===== src/hw/ingress_sat_counter.sv =====
////////////////////////////////////////////////////////////////////////////
// Saturating event counter with synchronous clear
////////////////////////////////////////////////////////////////////////////

`timescale 1ns/1ps
`default_nettype none

module ingress_sat_counter #(
    parameter int WIDTH = 32
) (
    input  var logic        ing_16b_phys_ports,
    input  var logic        rst,
    input  var logic        clear,
    input  var logic        inc,
    output logic [WIDTH-1:0] count
);

    // Clear wins over a same-cycle event, and the count sticks at all ones
    always_ff @(posedge ing_16b_phys_ports) begin
        if (rst || clear) begin
            count <= '0;
        end else if (inc && !(&count)) begin
            count <= count + 1'b1;
        end
    end

endmodule

`default_nettype wire


===== config.mk =====
export PLATFORM = sky130hd
export DESIGN_NAME = ingress_sat_counter
export DESIGN_NICKNAME = d
export VERILOG_FILES = /design/src/hw/ingress_sat_counter.sv
export SDC_FILE = /design/constraint.sdc
export NUM_CORES = 1
export LEC_CHECK = 0
export BUFFER_PORTS_ARGS = -buffer_cell sky130_fd_sc_hd__buf_2
export CAP_MARGIN = 20
export CORE_ASPECT_RATIO = 1.4
export CORE_MARGIN = 8
export CORE_UTILIZATION = 45
export CTS_CLUSTER_SIZE = 14
export DETAILED_ROUTE_END_ITERATION = 12
export GPL_ROUTABILITY_DRIVEN = 0
export PLACE_DENSITY = 0.68
export SYNTH_ARGS = -nofsm -noshare
export SYNTH_HDL_FRONTEND = slang
export SYNTH_SLANG_ARGS = --single-unit
export TNS_END_PERCENT = 30

===== constraint.sdc =====
create_clock -name ing_16b_phys_ports -period 2.5 [get_ports ing_16b_phys_ports]
set_input_delay 0.5 -clock ing_16b_phys_ports [delete_from_list [all_inputs] [get_ports ing_16b_phys_ports]]
set_output_delay 0.5 -clock ing_16b_phys_ports [all_outputs]
set_load 0.005 [all_outputs]

==> results.toml, run 1 <==
[run_status]
status = "finished clean"

[finish]
largestRegisters = "count (32)"
antennaDiodeCount = 0
final_cell_mix = "buf_2 (35), dfxtp_1 (32), a21oi_1 (26)"
area_growth_pct = 19.2
drive_gt1_share_pct = 23.5
mostFrequentLayoutCell = "buf_2"
nets = 239
final_util_pct = 54.5
nFillCells = 377
top_register = "count"
largest_reg_flops = 32

[hold_path]
min_from = "count[27]"
hold_path_class = "reg2reg"

[global_routing]
grt_pass1_vias = 1547
grt_overflow_total = 0
grt.total_usage_pct = 14.5
grt_pass1_wl_mm = 6.73
antenna_found_initial = 0
grt_max_degree = 33

[die]
die_area_sq_um = 5850
pin_count = 36
dieHeight_um = 87.4
start_util_pct = 45.7
rows = 26
die_w_um = 67.0
core_area_sq_um = 3580

[critical_path]
worstPathRequired_ns = 2.64
startpoint_type = "register"
crit_path_top_delay_cell = "or4_4"
cpPeakStageDelay_ns = 0.53
worstSetupStartpoint = "count[0]"
arrival_ns = 2.35
cp_max_fo = 10
critPathCaptureType = "register"
worstPathCellList = "ha_1, nand4_1, or4_4, o31ai_4, buf_4, or4_1, a21oi_1"
path_class = "reg2reg"
r2r-start = "count[0]"

[synth]
avgSynthCellArea_sq_um = 8.44
synth_area_sq_um = 1640
synth_top_area_share_pct = 39.1
netlist_top_cells_area = "dfxtp_1 (39%), a21oi_1 (8.0%), or3_1 (5.7%)"
yosys_warnings = 0
synth_top_area_cell = "dfxtp_1"
ys_types = 34
synthCells = 194
yosysSeqAreaShare_pct = 39.1
synth_fp_nets = 199
synth_seq_cells = 32

[clocking]
cts_tree = "done"
ctsHoldBuffers = 0
clockRootBuffer = "clkbuf_8"
clk_path_buf_depth = 2
path_clk_slew_ns = 0.07
clkLatencyLatePin_ns = 0.28
cts_resized = 0
clock_sinks = 32
numCtsBuffers = 5
cts_setup_buffers = 0
htree_levels = 2

[drt]
routed_wl_mm = 4.07
wl_per_cell_um = 14.7
via_count = 1655
drt_iter0_markers = 86
drc = 0
dr.pass1.iters = 4
routed_via_density = 6.00
postRouteAntennaNets = 0

[timing]
rsz0062_at_grt = "no"
slew_headroom_pct = 57.2
final.period_utilization_pct = 88.2
finalClockSkew_ns = 0.00819
finalCriticalPeriod_ns = 2.20
worstMarginPinSlew_ns = 0.642
finalHoldViolations = 0
drv_slew = 0
max_clock_freq_mhz = 454
final-setup-viol-count = 0
tns_ns = 0

[pwr]
p_leak_nw = 0.671
power_mw = 0.972
vdd_drop_max_mv = 0.474
power_per_cell_area_nw_per_um2 = 498

[place]
io_buffers = 35
hpwlAfterDp_mm = 2.95

[run]
maxCapViolCount = 0
-- metal layers --
layer	part of all wire [%]	global-route usage, %	vias up
met1	44	15.2	776
met5	0	0	-
met4	2.2	6.49	0
met3	6.2	5.15	9
li1	-	-	834
met2	48	24.8	36
-- synthesized netlist by cell type --
master and number:
o31ai_1 12, xnor2_1 1, buf_2 1, mux2i_1 1, and4_1 5, xor2_1 3, nand4_1 10, or4_1 12
a21oi_1 26, nor3_1 2, nand3_1 10, o311ai_2 1, buf_12 1, or4_4 1, a2111o_1 1, and3_1 2
clkbuf_1 5, or3_1 15, a311oi_1 1, o21ai_1 4, dfxtp_1 32, inv_1 4, buf_6 1, or2_2 2
nor4_1 2, nand4_2 1, ha_1 1, o21ai_0 9, nand4b_1 1, nand2_1 13, o31ai_4 1, nand2b_1 1
nor2_1 11, a31o_2 1
-- stage by stage --
| step | hold WS, ns | std cells | cell area [sq um] | setup WS, ns |
|---|---|---|---|---|
| 2_1_floorplan | 0.489 | 194 | 1640 | 0.413 |
| 3_3_place_gp | 0.499 | 269 | 1850 | 0.341 |
| 3_5_place_dp | 0.500 | 269 | 1850 | 0.291 |
| 4_1_cts | 0.512 | 276 | 1950 | 0.297 |
| 5_1_grt | 0.533 | 276 | 1950 | 0.0299 |
| 6_report | 0.512 | 276 | 1950 | 0.295 |
-- power breakdown --
| part | internal [mW] | total (mW) | switching (mW) |
|---|---|---|---|
| Clock | 0.245 | 0.432 | 0.187 |
| Combinational | 0.00834 | 0.0272 | 0.0189 |
| Sequential | 0.511 | 0.513 | 0.00167 |
-- cell type report --
cell class	instances	area, sq um	area share [%]
well taps	42	52.6	2.69
inverters	4	15.0	0.770
flip-flops and latches	32	641	32.8
repair buffers	41	220	11.3
multi-input cells	150	926	47.5
clock buffers	7	96.3	4.94
-- final timing paths --
check | endpoint | slack (ns) | cells after the start
setup / recovery | count[12] | 0.30 | 7
hold reg to reg | count[27] | 0.51 | 2
hold / removal | count[27] | 0.51 | 2
setup reg to reg | count[12] | 0.30 | 7
-- logic make-up (layout without fill, tap and decap cells) --
| group | Yosys count | in the layout | synth area share [%] |
|---|---|---|---|
| AO/OA/AOI/OAI | 56 | 56 | 21.5 |
| XOR/XNOR | 4 | 4 | 2.14 |
| adder cells (fa/ha/maj) | 1 | 1 | 0.764 |
| buffers and inverters | 12 | 52 | 4.28 |
| flip-flops | 32 | 32 | 39.1 |
| multiplexers | 1 | 1 | 0.612 |
| AND/OR/NAND/NOR | 88 | 88 | 31.6 |
-- critical path: cells and delay by family (launching register included) --
kind	cells	cell delay, ns
AND/OR/NAND/NOR	3	0.77
flip-flops	1	0.42
AO/OA/AOI/OAI	2	0.43
adder cells (fa/ha/maj)	1	0.22
buffers and inverters	1	0.23
No activity file was read; power rests on OpenSTA's default activity.
==> inputs of run 2 (changes only) <==
--- a/config.mk
+++ b/config.mk
@@ -14,6 +14,7 @@
 export DETAILED_ROUTE_END_ITERATION = 12
 export GPL_ROUTABILITY_DRIVEN = 0
 export PLACE_DENSITY = 0.68
+export REMOVE_ABC_BUFFERS = 1
 export SYNTH_ARGS = -nofsm -noshare
 export SYNTH_HDL_FRONTEND = slang
 export SYNTH_SLANG_ARGS = --single-unit
==> run 2 against run 1 <==
Net effect:
- core utilization up 0.10 points
- power up 5.5%
- first-iteration DRC count down 28%
- sequential power about the same
- cell count unchanged
- die area unchanged
- register-to-register slack better by 0.09 ns
- flip-flop and latch count unchanged
- final area up 0.19%
- non-clock buffer count down 1
- worst setup slack better by 0.085 ns
- wire length up 1.0%
- largest power group unchanged
- highest routed layer unchanged
==> results.toml, run 2 (synthesis results as in run 1) <==
[timing]
max_clock_freq_mhz = 472
final.period_utilization_pct = 84.8
final-setup-viol-count = 0
finalCriticalPeriod_ns = 2.12
tns_ns = 0
finalHoldViolations = 0
drv_slew = 0
finalClockSkew_ns = 0.00800
slew_headroom_pct = 57.4
rsz0062_at_grt = "no"
worstMarginPinSlew_ns = 0.633

[finish]
fin_area_sq_um = 1950
largestRegisters = "count (32)"
nFillCells = 352
drive_gt1_share_pct = 23.1
nets = 238
final_util_pct = 54.6
top_register = "count"
mostFrequentLayoutCell = "buf_2"
largest_reg_flops = 32
antennaDiodeCount = 0
area_growth_pct = 19.4
final_cell_mix = "buf_2 (35), dfxtp_1 (32), a21oi_1 (26)"

[die]
dieHeight_um = 87.4
die_area_sq_um = 5850
die_w_um = 67.0
start_util_pct = 45.7
pin_count = 36
core_area_sq_um = 3580
rows = 26

[critical_path]
startpoint_type = "register"
arrival_ns = 2.27
r2r_cells = 6
path_class = "reg2reg"
critPathCaptureType = "register"
worstPathRequired_ns = 2.65
cp_max_fo = 7
rrSetupSlack_ns = 0.38

[global_routing]
grt_pass1_vias = 1384
grt_max_degree = 33
grt_overflow_total = 0
antenna_found_initial = 0
grt_pass1_wl_mm = 6.41
grt.total_usage_pct = 14.1

[clocking]
htree_levels = 2
ctsHoldBuffers = 0
clk_path_buf_depth = 2
cts_setup_buffers = 0
clock_sinks = 32
clkLatencyLatePin_ns = 0.28
cts_tree = "done"
cts_resized = 0
path_clk_slew_ns = 0.07
clockRootBuffer = "clkbuf_8"
numCtsBuffers = 5

[drt]
routed_wl_mm = 4.11
routed_via_density = 5.89
via_count = 1626
drc = 0
dr.pass1.iters = 4
drt_iter0_markers = 62
wl_per_cell_um = 14.9
postRouteAntennaNets = 0

[pwr]
p_int_mw = 0.815
p_comb_share_pct = 2.6
p_leak_nw = 0.671
vdd_drop_max_mv = 0.405
p_sw_share_pct = 20.5
pwr-share-clk_pct = 47.5
pwr-share-seq_pct = 50.0
p_sw_mw = 0.211
power_per_cell_area_nw_per_um2 = 525

[run_status]
status = "finished clean"

[place]
place_area_sq_um = 1850
io_buffers = 35
hpwlAfterDp_mm = 3.04

[hold_path]
hold_path_class = "reg2reg"
min_path_cells = 2

[run]
maxCapViolCount = 0
-- run 2: cell count changes in the layout (fill, tap and decap cells not counted) --
cell	change
clkbuf_8	-2
clkbuf_1	+1
bufinv_16	+1
clkinv_2	+1
buf_4	-1
-- run 2: final cells by class --
| cell class | count | area [sq um] | share of cell area [%] |
|---|---|---|---|
| clock buffers | 6 | 72.6 | 3.71 |
| clock inverters | 2 | 35.0 | 1.79 |
| inverters | 4 | 15.0 | 0.768 |
| multi-input cells | 150 | 926 | 47.4 |
| flip-flops and latches | 32 | 641 | 32.8 |
| well taps | 42 | 52.6 | 2.69 |
| repair buffers | 40 | 213 | 10.9 |
-- run 2: worst paths after layout --
path	startpoint	end
min	count[27]	count[27]
min reg2reg	count[27]	count[27]
max reg2reg	count[0]	count[23]
max	count[0]	count[23]
-- run 2: critical path: stages, from the launching register on --
cell      delay [ns]
dfxtp_1         0.41
ha_1            0.22
nand4_1         0.13
or4_4           0.53
o311ai_2        0.46
or4_1           0.19
a21oi_1         0.06
-- run 2: per-layer routing --
| metal | track usage (%) | vias up | share of wire (%) |
|---|---|---|---|
| li1 | - | 824 | - |
| met1 | 15.2 | 762 | 41 |
| met2 | 24.0 | 34 | 50 |
| met3 | 4.90 | 6 | 6.8 |
| met4 | 5.73 | 0 | 1.4 |
| met5 | 0 | - | 0 |
-- run 2: power by group through the flow --
| stage | clock network, mW | registers [mW] | logic, mW |
|---|---|---|---|
| finish | 0.487 | 0.512 | 0.0265 |
| global route | 0.519 | 0.512 | 0.0291 |
| CTS | 0.497 | 0.512 | 0.0273 |
| detailed placement | 0 | 0.524 | 0.0272 |
| global placement | 0 | 0.524 | 0.0272 |
| floorplan | 0 | 0.524 | 0.0139 |
-- run 2: through the flow --
step                std cells  setup slack (ns)  hold WS, ns  power, mW
floorplan                 186             0.312        0.489      0.538
global placement          268             0.417        0.499      0.551
detailed placement        268             0.367        0.505      0.551
CTS                       276             0.368        0.518       1.04
global route              276             0.208        0.530       1.06
finish                    276             0.380        0.516       1.03
==> inputs of run 3 (changes only) <==
--- a/config.mk
+++ b/config.mk
@@ -5,6 +5,7 @@
 export SDC_FILE = /design/constraint.sdc
 export NUM_CORES = 1
 export LEC_CHECK = 0
+export ABC_AREA = 1
 export BUFFER_PORTS_ARGS = -buffer_cell sky130_fd_sc_hd__buf_2
 export CAP_MARGIN = 20
 export CORE_ASPECT_RATIO = 1.4
@@ -13,7 +14,7 @@
 export CTS_CLUSTER_SIZE = 14
 export DETAILED_ROUTE_END_ITERATION = 12
 export GPL_ROUTABILITY_DRIVEN = 0
-export PLACE_DENSITY = 0.68
+export PLACE_DENSITY = 0.66
 export REMOVE_ABC_BUFFERS = 1
 export SYNTH_ARGS = -nofsm -noshare
 export SYNTH_HDL_FRONTEND = slang
==> constraint.sdc (replaced) <==
create_clock -name ing_16b_phys_ports -period 2.2 [get_ports ing_16b_phys_ports]
set_input_delay 0.44 -clock ing_16b_phys_ports [delete_from_list [all_inputs] [get_ports ing_16b_phys_ports]]
set_output_delay 0.44 -clock ing_16b_phys_ports [all_outputs]
set_load 0.005 [all_outputs]
==> run 3 against run 2 <==
Net effect:
- clock skew is 0.0052 ns lower
- via count increased by 37%
- clock-buffer cell count increased by 2
- register-to-register slack hardly changed
- die area grew 19%
- fmax up 16%
- sequential power increased by 14%
- first-iteration DRC count rose by 90%
- flip-flop and latch count is the same
- largest cell class unchanged
- critical path type unchanged
- non-clock buffer count down 1
- global-route usage up 3.3 points
- highest routed layer unchanged
==> results.toml, run 3 <==
[clocking]
clock_sinks = 32
cts_setup_buffers = 0
ctsHoldBuffers = 0
cts_resized = 0
clkLatencyLatePin_ns = 0.28
clockRootBuffer = "clkbuf_8"
numCtsBuffers = 5
htree_levels = 2
path_clk_slew_ns = 0.06
clk_path_buf_depth = 2
cts_tree = "done"

[synth]
synthFlopType = "dfxtp_1"
synth_area_sq_um = 2030
synthCells = 347
synth_compound_gate_area_share_pct = 6.10
ys_top_cells_by_count = "nand2_1 (104), nor2_1 (75), nand3_1 (35)"
synthAdderAreaFrac_pct = 0.617
synth_top_family_by_area = "simple AND/OR/NAND/NOR gates"
synth.area.mux_share_pct = 0
netlist_top_cells_area = "dfxtp_1 (32%), nand2_1 (19%), nor2_1 (14%)"
synth_seq_cells = 32
yosysSeqAreaShare_pct = 31.6
synth_most_common_cell = "nand2_1"
yosys_warnings = 0
synth-edff-count = 0
synthSimpleGateAreaFrac_pct = 51.7
ys_types = 23
async_flop_share_pct = 0
synth-xor-area-share_pct = 0.432
avgSynthCellArea_sq_um = 5.85
synth_top_area_cell = "dfxtp_1"
synth_top_area_share_pct = 31.6

[finish]
nFillCells = 512
antennaDiodeCount = 0
top_register = "count"
largest_reg_flops = 32
area_growth_pct = 15.5
largestRegisters = "count (32)"
mostFrequentLayoutCell = "nand2_1"
final_cell_mix = "nand2_1 (104), nor2_1 (74), nand3_1 (35), buf_2 (35), inv_1 (34)"
final_util_pct = 53.0
nets = 389
drive_gt1_share_pct = 15.8

[critical_path]
critPathCaptureType = "register"
path_class = "reg2reg"
cp_max_fo = 24
r2r_cells = 10
arrival_ns = 2.04
rrSetupSlack_ns = 0.37
startpoint_type = "register"
r2r-start = "count[0]"
worstPathRequired_ns = 2.41
r2r-end = "count[6]"

[global_routing]
grt_overflow_total = 0
grt-busiest-layer = "met2"
use_met1_pct = 18.2
antenna_found_initial = 0
use_met2_pct = 31.1
grt_pass1_wl_mm = 9.49
grt.total_usage_pct = 17.4
grt_pass1_vias = 2104
grt_util_met3_pct = 4.74
grt_max_degree = 28

[timing]
rsz0062_at_grt = "no"
max_clock_freq_mhz = 547
finalHoldViolations = 0
finalCriticalPeriod_ns = 1.83
slew_headroom_pct = 74.0
fin_ws_ns = 0.373
worstMarginPinSlew_ns = 0.387
finalClockSkew_ns = 0.00285
final.period_utilization_pct = 83.0
drv_slew = 0
final-setup-viol-count = 0
tns_ns = 0

[die]
dieHeight_um = 95.5
rows = 29
pin_count = 36
die_w_um = 72.8
die_area_sq_um = 6950
start_util_pct = 45.8
core_area_sq_um = 4430

[drt]
dr.pass1.iters = 5
drc = 0
drt_iter0_markers = 118
via_count = 2234
postRouteAntennaNets = 0
wl_per_cell_um = 12.5
routed_via_density = 5.00
routed_wl_mm = 5.60

[hold_path]
hold_path_class = "reg2reg"
min_path_cells = 2
min_to = "count[1]"
min_from = "count[1]"

[run]
maxCapViolCount = 0

[place]
hpwlAfterDp_mm = 4.33
io_buffers = 35
dp_slack_ns = 0.399

[pwr]
p_leak_nw = 0.987
vdd_drop_max_mv = 0.321
power_mw = 1.09
power_per_cell_area_nw_per_um2 = 463

[run_status]
status = "finished clean"
run 3: worst max path at each step:
stage | start | endpoint | slack, ns
3_3_place_gp | count[0] | count[10] | 0.46
3_5_place_dp | count[0] | count[6] | 0.40
4_1_cts | count[0] | count[6] | 0.38
2_1_floorplan | clear | count[0] | 0.44
6_report | count[0] | count[6] | 0.37
5_1_grt | count[1] | count[0] | 0.18
run 3: critical path, stage by stage (launching register included):
cell and delay, ns:
dfxtp_1 0.40, ha_1 0.22, nand2_1 0.11, nor2_4 0.17, nand2_4 0.10, nor2_2 0.13
nand2_2 0.06, buf_4 0.22, nand2_2 0.14, nand2_1 0.07, a21oi_1 0.13
run 3: final cells by class:
type	count	area [sq um]	area share, %
multi-input cells	270	1200	51.0
flip-flops and latches	32	641	27.3
repair buffers	39	205	8.75
inverters	36	135	5.76
clock buffers	8	90.1	3.84
well taps	62	77.6	3.31
run 3: metal layers:
metal	vias to the layer above	wire (um)
met1	999	2390
met4	0	135
met3	11	256
met5	-	0
met2	51	2820
li1	1173	-
run 3: per-stage QoR:
stage | instance area, sq um | instances | hold slack (ns)
after detailed placement | 2250 | 439 | 0.507
after global placement | 2250 | 439 | 0.493
final | 2340 | 447 | 0.519
after global routing | 2340 | 447 | 0.563
after CTS | 2340 | 447 | 0.517
after floorplan | 1970 | 338 | 0.496
run 3: cell families after synthesis:
logic type	after synthesis
flops	32
xor+xnor	1
simple gates	244
buf+inv	45
fa+ha+maj	1
compound gates	24
run 3: where the power goes:
part / switching (mW) / internal, mW
combinational: 0.0277 / 0.0125
sequential: 0.00142 / 0.580
clock: 0.209 / 0.255
