### src/common/ingress_pkg.sv
////////////////////////////////////////////////////////////////////////////
// Ingress aggregator shared widths, buffer depth rule and scheduler state
////////////////////////////////////////////////////////////////////////////

`default_nettype none

package ingress_pkg;

    // Bytes per narrow input beat and per wide output word
    localparam int IN_DATA_BYTES  = 2;
    localparam int OUT_DATA_BYTES = 8;
    localparam int BEATS_PER_WORD = 4;

    localparam int CNT_WIDTH = 32;

    // Output words that hold one MTU, a partial word counts as a whole one
    function automatic int mtu_words(input int mtu_bytes);
        return (mtu_bytes + OUT_DATA_BYTES - 1) / OUT_DATA_BYTES;
    endfunction

    // Twice the MTU so near power-of-two MTUs still fit, rounded up to a power of two
    function automatic int buf_depth_for_mtu(input int mtu_bytes);
        int depth;
        depth = 1;
        while (depth < 2 * mtu_words(mtu_bytes)) begin
            depth = depth * 2;
        end
        return depth;
    endfunction

    typedef enum logic {
        SCHED_IDLE = 1'b0,
        SCHED_SEND = 1'b1
    } sched_state_t;

endpackage

`default_nettype wire
### src/hw/ingress_width_adapt.sv
////////////////////////////////////////////////////////////////////////////
// Packs 16-bit beats of one ingress port into 64-bit words with byte keep
////////////////////////////////////////////////////////////////////////////

`timescale 1ns/1ps
`default_nettype none

module ingress_width_adapt (
    input  var logic                                      ing_16b_phys_ports,
    input  var logic                                      rst,
    input  var logic                                      enable,
    input  var logic                                      in_valid,
    input  var logic [ingress_pkg::IN_DATA_BYTES*8-1:0]   in_data,
    input  var logic [ingress_pkg::IN_DATA_BYTES-1:0]     in_keep,
    input  var logic                                      in_last,
    output logic                                          wr_valid,
    output logic [ingress_pkg::OUT_DATA_BYTES*8-1:0]      wr_data,
    output logic [ingress_pkg::OUT_DATA_BYTES-1:0]        wr_keep,
    output logic                                          wr_last
);

    localparam int IN_BYTES = ingress_pkg::IN_DATA_BYTES;
    localparam int IN_W     = IN_BYTES * 8;
    localparam int BW       = $clog2(ingress_pkg::BEATS_PER_WORD);

    logic [BW-1:0]                             beat_idx;
    logic [ingress_pkg::OUT_DATA_BYTES*8-1:0]  next_data;
    logic [ingress_pkg::OUT_DATA_BYTES-1:0]    next_keep;
    logic                                      take;
    logic                                      word_done;

    assign take      = in_valid && enable;
    assign word_done = in_last || (beat_idx == BW'(ingress_pkg::BEATS_PER_WORD - 1));

    // The first beat of a word starts from zero so unused bytes never carry stale data
    always_comb begin
        next_data = (beat_idx == '0) ? '0 : wr_data;
        next_keep = (beat_idx == '0) ? '0 : wr_keep;
        next_data[beat_idx*IN_W +: IN_W] = in_data;
        next_keep[beat_idx*IN_BYTES +: IN_BYTES] = in_keep;
    end

    // A low enable throws away any partly gathered word
    always_ff @(posedge ing_16b_phys_ports) begin
        if (rst || !enable) begin
            beat_idx <= '0;
            wr_valid <= 1'b0;
        end else begin
            wr_valid <= take && word_done;
            if (take) begin
                beat_idx <= word_done ? '0 : beat_idx + 1'b1;
            end
        end
    end

    always_ff @(posedge ing_16b_phys_ports) begin
        if (take) begin
            wr_data <= next_data;
            wr_keep <= next_keep;
            wr_last <= in_last;
        end
    end

    // Only the last beat of a packet may be partial
    a_full_keep : assert property (@(posedge ing_16b_phys_ports) disable iff (rst)
        take && !in_last |-> in_keep == '1);

endmodule

`default_nettype wire

### config.mk
export PLATFORM = sky130hd
export DESIGN_NAME = ingress_width_adapt
export DESIGN_NICKNAME = d
export VERILOG_FILES = /design/src/common/ingress_pkg.sv /design/src/hw/ingress_width_adapt.sv
export SDC_FILE = /design/constraint.sdc
export NUM_CORES = 1
export LEC_CHECK = 0
export ABC_AREA = 1
export BUFFER_PORTS_ARGS = -buffer_cell sky130_fd_sc_hd__buf_2
export CAP_MARGIN = 30
export CORE_MARGIN = 2
export CORE_UTILIZATION = 47
export CTS_BUF_LIST = sky130_fd_sc_hd__clkbuf_4
export DETAILED_ROUTE_END_ITERATION = 12
export PLACE_DENSITY_LB_ADDON = 0.08
export SLEW_MARGIN = 20
export SYNTH_ARGS = -nofsm -noshare
export SYNTH_HDL_FRONTEND = slang
export SYNTH_SLANG_ARGS = --single-unit
### constraint.sdc
create_clock -name ing_16b_phys_ports -period 2.3 [get_ports ing_16b_phys_ports]
set_clock_uncertainty 0.15 [all_clocks]
set_input_delay 0 -clock ing_16b_phys_ports [delete_from_list [all_inputs] [get_ports ing_16b_phys_ports]]
set_output_delay 0 -clock ing_16b_phys_ports [all_outputs]
set_load 0.03 [all_outputs]
==> flow_metrics.tcl, run 1 <==
set metrics [dict create \
    critical-path-top-delay-family "buffers and inverters" \
    powerDensity_nw_per_um2 646 \
    rows 29 \
    post-cts-setup-buffers 0 \
    syn-cell-area_sq_um 3050 \
    ir_drop_mv 0.322 \
    syn_avg_cell_area_sq_um 13.3 \
    path_clk_slew_ps 110 \
    drt-met1-wl_um 2830 \
    dr_wl_met2_um 3500 \
    holdWs_ps 188 \
    cts_resized 0 \
    synth_cells 229 \
    wl_met3_um 302 \
    diodes 0 \
    max_slew.worst_pin.slew_ps 489 \
    crit_slowest_cell "dlygate4sd3_1" \
    first_iter_violations 117 \
    grt_pass1_wl_um 10400 \
    gp_congestion 0.783 \
    cp-start-kind "register" \
    setup_violations 0 \
    drc 0 \
    vias 2139 \
    hp-class "input pin to register" \
    min_period_over_period 0.860 \
    ant_nets 0 \
    cts_tree "built" \
    place_hpwl_um 4610 \
    post-route-util 0.625 \
    end_kind "register" \
    synth-seq-area-share 0.739 \
    overflow 0 \
    max-cap-violations 0 \
    ios 97 \
    slew_viol_final 0 \
    cp_max_fo 10 \
    yosysWarnings 0 \
    fmax_ghz 0.506 \
    dieArea_sq_um 7140 \
    avgRoutedWirePerCell_um 15.3 \
    first_pass_iters 4 \
    leakagePower_nw 1.60 \
    rsz0062_at_grt "false" \
    areaGrowthSynthToFinish_pct 29.5 \
    slew_headroom 0.673 \
    clk_latency_ps 390 \
    numCtsBuffers 9 \
    post_drt_via_cell_ratio 4.87 \
    crit_type "register to register" \
    finalHoldViolCount 0 \
    synth_nets 257 \
    status "completed" \
    period_needed_ps 1980 \
    critPathArrivalTime_ps 2170 \
    grt_max_degree 19 \
    cp.required_ps 2490 \
    portBuffers 96 \
    initial_utilization 0.483 \
    layout.nets 385 \
    htree_levels 3 \
    drive_gt1_frac 0.367 \
    clockRootBuffer "clkbuf_4" \
    die_h_um 84.5 \
    antenna_found_initial 0 \
    grt_pass1_vias 2058 \
    worstPathBufferInverterCount 2 \
    top_layer "met4" \
    finalWirelength_um 6720 \
    cts.sinks 76 \
    cp_cell_sequence "buf_4 > ha_1 > nor2_1 > nand3_1 > a21oi_1 > dlygate4sd3_1" \
    cts_buffer_depth 2 \
    coreArea_sq_um 6310 \
    tns_ps 0 \
    critPathMaxStageDelay_ps 550 \
    synth-seq-cells 76 \
    die_w_um 84.5 \
    synth.distinct_cells 17 \
    grtUsageTotal 0.194 \
]
[placed cells by master (no fill, tap or decap), types with 10 or more instances in the layout]
| cell | count |
|---|---|
| nor3_1 | 26 |
| dlygate4sd3_1 | 24 |
| edfxtp_1 | 73 |
| nor3_2 | 11 |
| nand2_1 | 24 |
| buf_2 | 96 |
| nor2_1 | 43 |
| inv_1 | 24 |
| clkbuf_4 | 10 |
[worst register-to-register path, delay by kind of cell, from the launching register on]
kind / cells / cell delay (ps)
DFF: 1 / 360
AOI/OAI and AO/OA: 1 / 120
adders and majority gates: 1 / 240
buffers and inverters: 2 / 730
and+or+nand+nor: 2 / 310
[flip-flops by register name (all words and copies together) (netlist names)]
| register | flops |
|---|---|
| wr_data | 64 |
| wr_keep | 8 |
| beat_idx | 2 |
| wr_last | 1 |
| wr_valid | 1 |
[metal layers]
layer / GRT usage / vias to the layer above
met3: 0.0482 / 6
met5: 0 / -
met4: 0.0693 / 0
met2: 0.330 / 71
li1: - / 1038
met1: 0.242 / 1024
[cells in the mapped netlist]
cell      instances  area share
edfxtp_1         73        0.72
nor2_1           43       0.053
nor3_1           26       0.043
inv_1            24       0.030
nand2_1          24       0.030
nor3_2           11       0.036
ha_1              5       0.021
buf_6             4       0.015
nand3_1           4      0.0066
dfxtp_1           3       0.020
nand2_2           3      0.0062
a21oi_1           2      0.0033
buf_2             2      0.0033
buf_4             2      0.0049
inv_6             1      0.0029
nand2_4           1      0.0037
nor2_4            1      0.0037
[final timing paths]
path / startpoint / endpoint / slack (ps) / depth (start not counted)
worst max-delay path: beat_idx[0] / beat_idx[0] / 320 / 6
worst min-delay path: in_last / wr_last / 190 / 2
worst max register to register: beat_idx[0] / beat_idx[0] / 320 / 6
worst min register to register: beat_idx[1] / beat_idx[1] / 390 / 2
[through the flow]
step	setup slack [ps]	instance area [sq um]	cells	total power, W
after floorplan	37.7	3050	229	0.00176
final	323	3950	439	0.00255
after global placement	563	3590	399	0.00185
after CTS	318	3950	439	0.00257
after global routing	195	3950	439	0.00264
after detailed placement	510	3590	399	0.00185
[power by group]
part	switching (W)	internal [W]	leakage, nW	total [W]
registers	0.0000111	0.00156	0.746	0.00157
clock network	0.000467	0.000233	0.0565	0.000700
logic	0.000191	0.0000893	0.796	0.000280
total	0.000669	0.00188	1.60	0.00255
[layout make-up]
| class | count | area [sq um] |
|---|---|---|
| Clock buffer | 10 | 75.1 |
| Clock inverter | 6 | 40.0 |
| Fill cell | 532 | 2370 |
| Inverter | 25 | 98.8 |
| Multi-Input combinational cell | 120 | 626 |
| Sequential cell | 76 | 2250 |
| Tap cell | 77 | 96.3 |
| Timing Repair Buffer | 125 | 758 |
[timing repair]
action / in CTS / in global routing
setup endpoints to repair: 0 / 0
endpoints found under the hold margin: 77 / 0
hold buffers: 24 / 0
[kinds of logic (layout without fill, tap and decap cells)]
kind of cell,Yosys count,in the layout,synth area share
compound gates,2,2,0.00329
buf+inv,33,166,0.0554
fa+ha+maj,5,5,0.0205
simple gates,113,113,0.182
flops,76,76,0.739
Note: power is estimated with default switching activity, not from simulation.
==> run 2: changes to the inputs <==
- CELL_PAD_IN_SITES_DETAIL_PLACEMENT: unset -> 1
- CELL_PAD_IN_SITES_GLOBAL_PLACEMENT: unset -> 2
- CORE_UTILIZATION: 47 -> 31
- RECOVER_POWER: unset -> 100
==> run 2 against run 1 <==
  * Total power is 7.3% higher
  * Sequential power hardly changed
  * Sequential share of layout area is 0.66 points higher
  * Via count is 1.4% higher
  * Combinational power is 5% lower
  * Fmax is 2.8% lower
  * Cell area is 1.1% lower
  * First-iteration DRC count is 50% lower
  * Critical path depth stayed put
  * Clock power is 28% higher
  * Core utilization is 22 points lower
  * Largest cell class unchanged
  * Largest power group unchanged
==> flow_metrics.tcl, run 2 (synthesized netlist as in run 1, its figures left out) <==
set metrics [dict create \
    avgRoutedWirePerCell_um 16.0 \
    critPathArrivalTime_ps 2250 \
    die_w_um 103 \
    finalWirelength_um 7930 \
    largest_register_ffs 64 \
    fmax_ghz 0.492 \
    hp-class "input pin to register" \
    path_clk_slew_ps 120 \
    cts_resized 0 \
    status "completed" \
    drc 0 \
    grtUsageTotal 0.154 \
    crit_type "register to register" \
    dp_cells 455 \
    gp_congestion 0.767 \
    clockRootBuffer "clkbuf_4" \
    initial_utilization 0.316 \
    max_slew.worst_pin.slew_ps 506 \
    slew_viol_final 0 \
    powerDensity_nw_per_um2 702 \
    final_common_cell "clkbuf_1" \
    detailedPlace.worstSlack_ps 430 \
    htree_levels 3 \
    max-cap-violations 0 \
    antenna_found_initial 0 \
    first_iter_violations 59 \
    num-fill-cells 1139 \
    rows 36 \
    largest-register "wr_data" \
    layout.nets 385 \
    grt_pass1_vias 2126 \
    fin_area_sq_um 3900 \
    worst_slack_ps 266 \
    p_seq_frac 0.576 \
    end_kind "register" \
    drive_gt1_frac 0.135 \
    setup_violations 0 \
    die_h_um 103 \
    pwr-share-clk 0.327 \
    portBuffers 96 \
    leakagePower_nw 1.39 \
    post_drt_via_cell_ratio 4.38 \
    cts_buffer_depth 2 \
    period_needed_ps 2030 \
    diodes 0 \
    clk_latency_ps 410 \
    ant_nets 0 \
    cts.sinks 76 \
    tns_ps 0 \
    mostFrequentLayoutCells "75 x clkbuf_1, 73 x edfxtp_1, 43 x nor2_1, 35 x nor3_1" \
    coreArea_sq_um 9640 \
    internal_power_w 0.00208 \
    finalHoldViolCount 0 \
    dieArea_sq_um 10600 \
    grt_pass1_wl_um 11700 \
    numCtsBuffers 9 \
    cp.required_ps 2520 \
    place_hpwl_um 5660 \
    first_pass_iters 4 \
    areaGrowthSynthToFinish_pct 28.0 \
    vias 2168 \
    switching_share 0.240 \
    dpl_cell_area_sq_um 3660 \
    final_cells 495 \
    ir_drop_mv 0.220 \
    slew_headroom 0.663 \
    combPwrFrac 0.097 \
    min_period_over_period 0.885 \
    cp-start-kind "register" \
    ios 97 \
    grt_max_degree 19 \
    rsz0062_at_grt "false" \
    power_switching_w 0.000656 \
    cts_tree "built" \
    overflow 0 \
    cp_max_fo 10 \
    reg.largest.list "wr_data (64), wr_keep (8), beat_idx (2)" \
]
run 2: per-stage QoR:
stage / hold slack (ps) / total power [W] / util
floorplan: -70.7 / 0.00176 / -
global placement: 42.2 / 0.00186 / 0.380
detailed placement: 45.1 / 0.00186 / 0.380
CTS: 118 / 0.00279 / 0.421
global route: 130 / 0.00286 / 0.405
finish: 152 / 0.00274 / 0.405
run 2: power groups by stage:
| stage | clock [W] | sequential (W) | combinational [W] |
|---|---|---|---|
| final | 0.000895 | 0.00158 | 0.000266 |
| after global routing | 0.000990 | 0.00158 | 0.000290 |
| after CTS | 0.000925 | 0.00157 | 0.000288 |
| after detailed placement | 0 | 0.00161 | 0.000257 |
| after global placement | 0 | 0.00161 | 0.000256 |
| after floorplan | 0 | 0.00170 | 0.0000684 |
run 2: routing by layer:
layer  up-vias  global-route usage  wire (um)
met4         0              0.0638        140
li1       1040                   -          -
met1      1054               0.192       3390
met2        61               0.261       4010
met3        13              0.0339        381
met5         -                   0          0
run 2: path summary, 6_finish.rpt:
path         cells past startpoint  slack, ps           to         from
min reg2reg                      2        390  beat_idx[1]  beat_idx[1]
min                              2        150      wr_last      in_last
max reg2reg                      6        270  beat_idx[0]  beat_idx[0]
max                              6        270  beat_idx[0]  beat_idx[0]
run 2: area by class of cell:
cell class / count / area (sq um) / share of cell area
sequential: 76 / 2250 / 0.577
timing repair buffer: 125 / 654 / 0.168
multi-input combinational: 120 / 576 / 0.148
tap: 133 / 166 / 0.0427
inverter: 25 / 98.8 / 0.0253
clock inverter: 6 / 78.8 / 0.0202
clock buffer: 10 / 75.1 / 0.0192
run 2: worst max-delay path, stage by stage, from the launching register on:
cell and delay, ps:
dfxtp_1 370, buf_4 190, ha_1 250, nor2_1 230, nand3_1 100, a21oi_1 140
dlygate4sd3_1 550
run 2: what timing repair did:
| item | 4_1_cts | 5_1_grt |
|---|---|---|
| hold endpoints to repair | 77 | 0 |
| hold buffers | 24 | 0 |
| buffers inserted | 0 | 0 |
==> run 3: changes to the inputs <==
- RECOVER_POWER: 100 -> 50
==> run 3 against run 2 <==
  * Worst hold slack worse by 1.6 ps
  * Global-route usage unchanged
  * Non-clock buffer count unchanged
  * Total power up 0.37%
  * Highest routed layer unchanged
  * Via count down 0.65%
  * Setup slack worse by 7.6 ps
  * Cell area up 1.4%
  * Critical path depth unchanged
==> flow_metrics.tcl, run 3 (synthesized netlist as in run 1, its figures left out) <==
set metrics [dict create \
    max_slew.worst_pin.slew_ps 483 \
    post_drt_via_cell_ratio 4.35 \
    min_period_over_period 0.888 \
    grtUsageTotal 0.154 \
    initial_utilization 0.316 \
    power_switching_w 0.000665 \
    ios 97 \
    ir_drop_mv 0.221 \
    portBuffers 96 \
    grt_pass1_vias 2126 \
    largest_register_ffs 64 \
    cts_resized 0 \
    ant_nets 0 \
    layout.nets 385 \
    clockRootBuffer "clkbuf_4" \
    place_hpwl_um 5660 \
    finalHoldViolCount 0 \
    rows 36 \
    drc 0 \
    clk_latency_ps 410 \
    critPathArrivalTime_ps 2260 \
    cp-start-kind "register" \
    pwr-share-clk 0.328 \
    cp.required_ps 2520 \
    antenna_found_initial 0 \
    cts.sinks 76 \
    areaGrowthSynthToFinish_pct 29.9 \
    crit_type "register to register" \
    grt_max_degree 19 \
    combPwrFrac 0.098 \
    post-route-util 0.410 \
    reg.largest.list "wr_data (64), wr_keep (8), beat_idx (2)" \
    dieArea_sq_um 10600 \
    ctsHoldBuffers 24 \
    end_kind "register" \
    p_seq_frac 0.573 \
    htree_levels 3 \
    cp_max_fo 10 \
    internal_power_w 0.00208 \
    switching_share 0.242 \
    status "completed" \
    powerDensity_nw_per_um2 694 \
    slew_viol_final 0 \
    max-cap-violations 0 \
    die_w_um 103 \
    period_needed_ps 2040 \
    diodes 0 \
    largest-register "wr_data" \
    post-cts-setup-buffers 0 \
    leakagePower_nw 1.39 \
    first_pass_iters 4 \
    first_iter_violations 78 \
    setup_violations 0 \
    numCtsBuffers 9 \
    hp-class "input pin to register" \
    tns_ps 0 \
    path_clk_slew_ps 120 \
    overflow 0 \
    vias 2154 \
    cts_buffer_depth 2 \
    coreArea_sq_um 9640 \
    drive_gt1_frac 0.160 \
    cts_tree "built" \
    grt_pass1_wl_um 11700 \
    mostFrequentLayoutCells "75 x clkbuf_1, 73 x edfxtp_1, 43 x nor2_1, 26 x nor3_1" \
    rsz0062_at_grt "false" \
    slew_headroom 0.677 \
    fmax_ghz 0.490 \
    final_common_cell "clkbuf_1" \
    die_h_um 103 \
    gp_congestion 0.767 \
    avgRoutedWirePerCell_um 16.0 \
    finalWirelength_um 7940 \
]
run 3: cell count changes in the layout (fill, tap and decap cells not counted):
cell / change
buf_4: +2
clkbuf_2: -2
nand2_4: +1
nand2_2: -1
nor3_2: +9
nor3_1: -9
run 3: critical path, stage by stage (launching register included):
cell and delay, ps:
dfxtp_1 370, buf_4 190, ha_1 250, nor2_1 230
nand3_1 100, a21oi_1 140, dlygate4sd3_1 550
run 3: final cells by class:
type / instances / area, sq um
Tap cell: 133 / 166
Fill cell: 1131 / 5680
Timing Repair Buffer: 125 / 659
Multi-Input combinational cell: 120 / 626
Inverter: 25 / 98.8
Sequential cell: 76 / 2250
Clock inverter: 6 / 78.8
Clock buffer: 10 / 75.1
run 3: power by group through the flow:
stage	registers (W)	clock network, W	logic, W
after floorplan	0.00170	0	0.0000684
after global placement	0.00161	0	0.000256
after detailed placement	0.00161	0	0.000257
after CTS	0.00157	0.000925	0.000288
after global routing	0.00158	0.000990	0.000294
final	0.00157	0.000901	0.000270
run 3: layer usage:
layer	vias up	GRT usage	wire length [um]
li1	1036	-	-
met1	1045	0.192	3410
met2	62	0.261	4000
met3	11	0.0339	399
met4	0	0.0638	129
met5	-	0	0
run 3: stage by stage:
step                instance area (sq um)  power (W)  worst slack [ps]  cells  hold WS [ps]
finish                               3960    0.00275               258    495           150
global route                         3960    0.00286               127    495           130
CTS                                  4060    0.00279               263    495           118
detailed placement                   3660    0.00186               430    455          45.1
global placement                     3660    0.00186               513    455          42.2
floorplan                            3050    0.00176              37.7    229         -70.7
run 3: final timing paths:
path	slack, ps	startpoint	to	cells past startpoint
worst max-delay path	260	beat_idx[0]	beat_idx[0]	6
worst min-delay path	150	in_last	wr_last	2
worst max register to register	260	beat_idx[0]	beat_idx[0]	6
worst min register to register	390	beat_idx[1]	beat_idx[1]	2
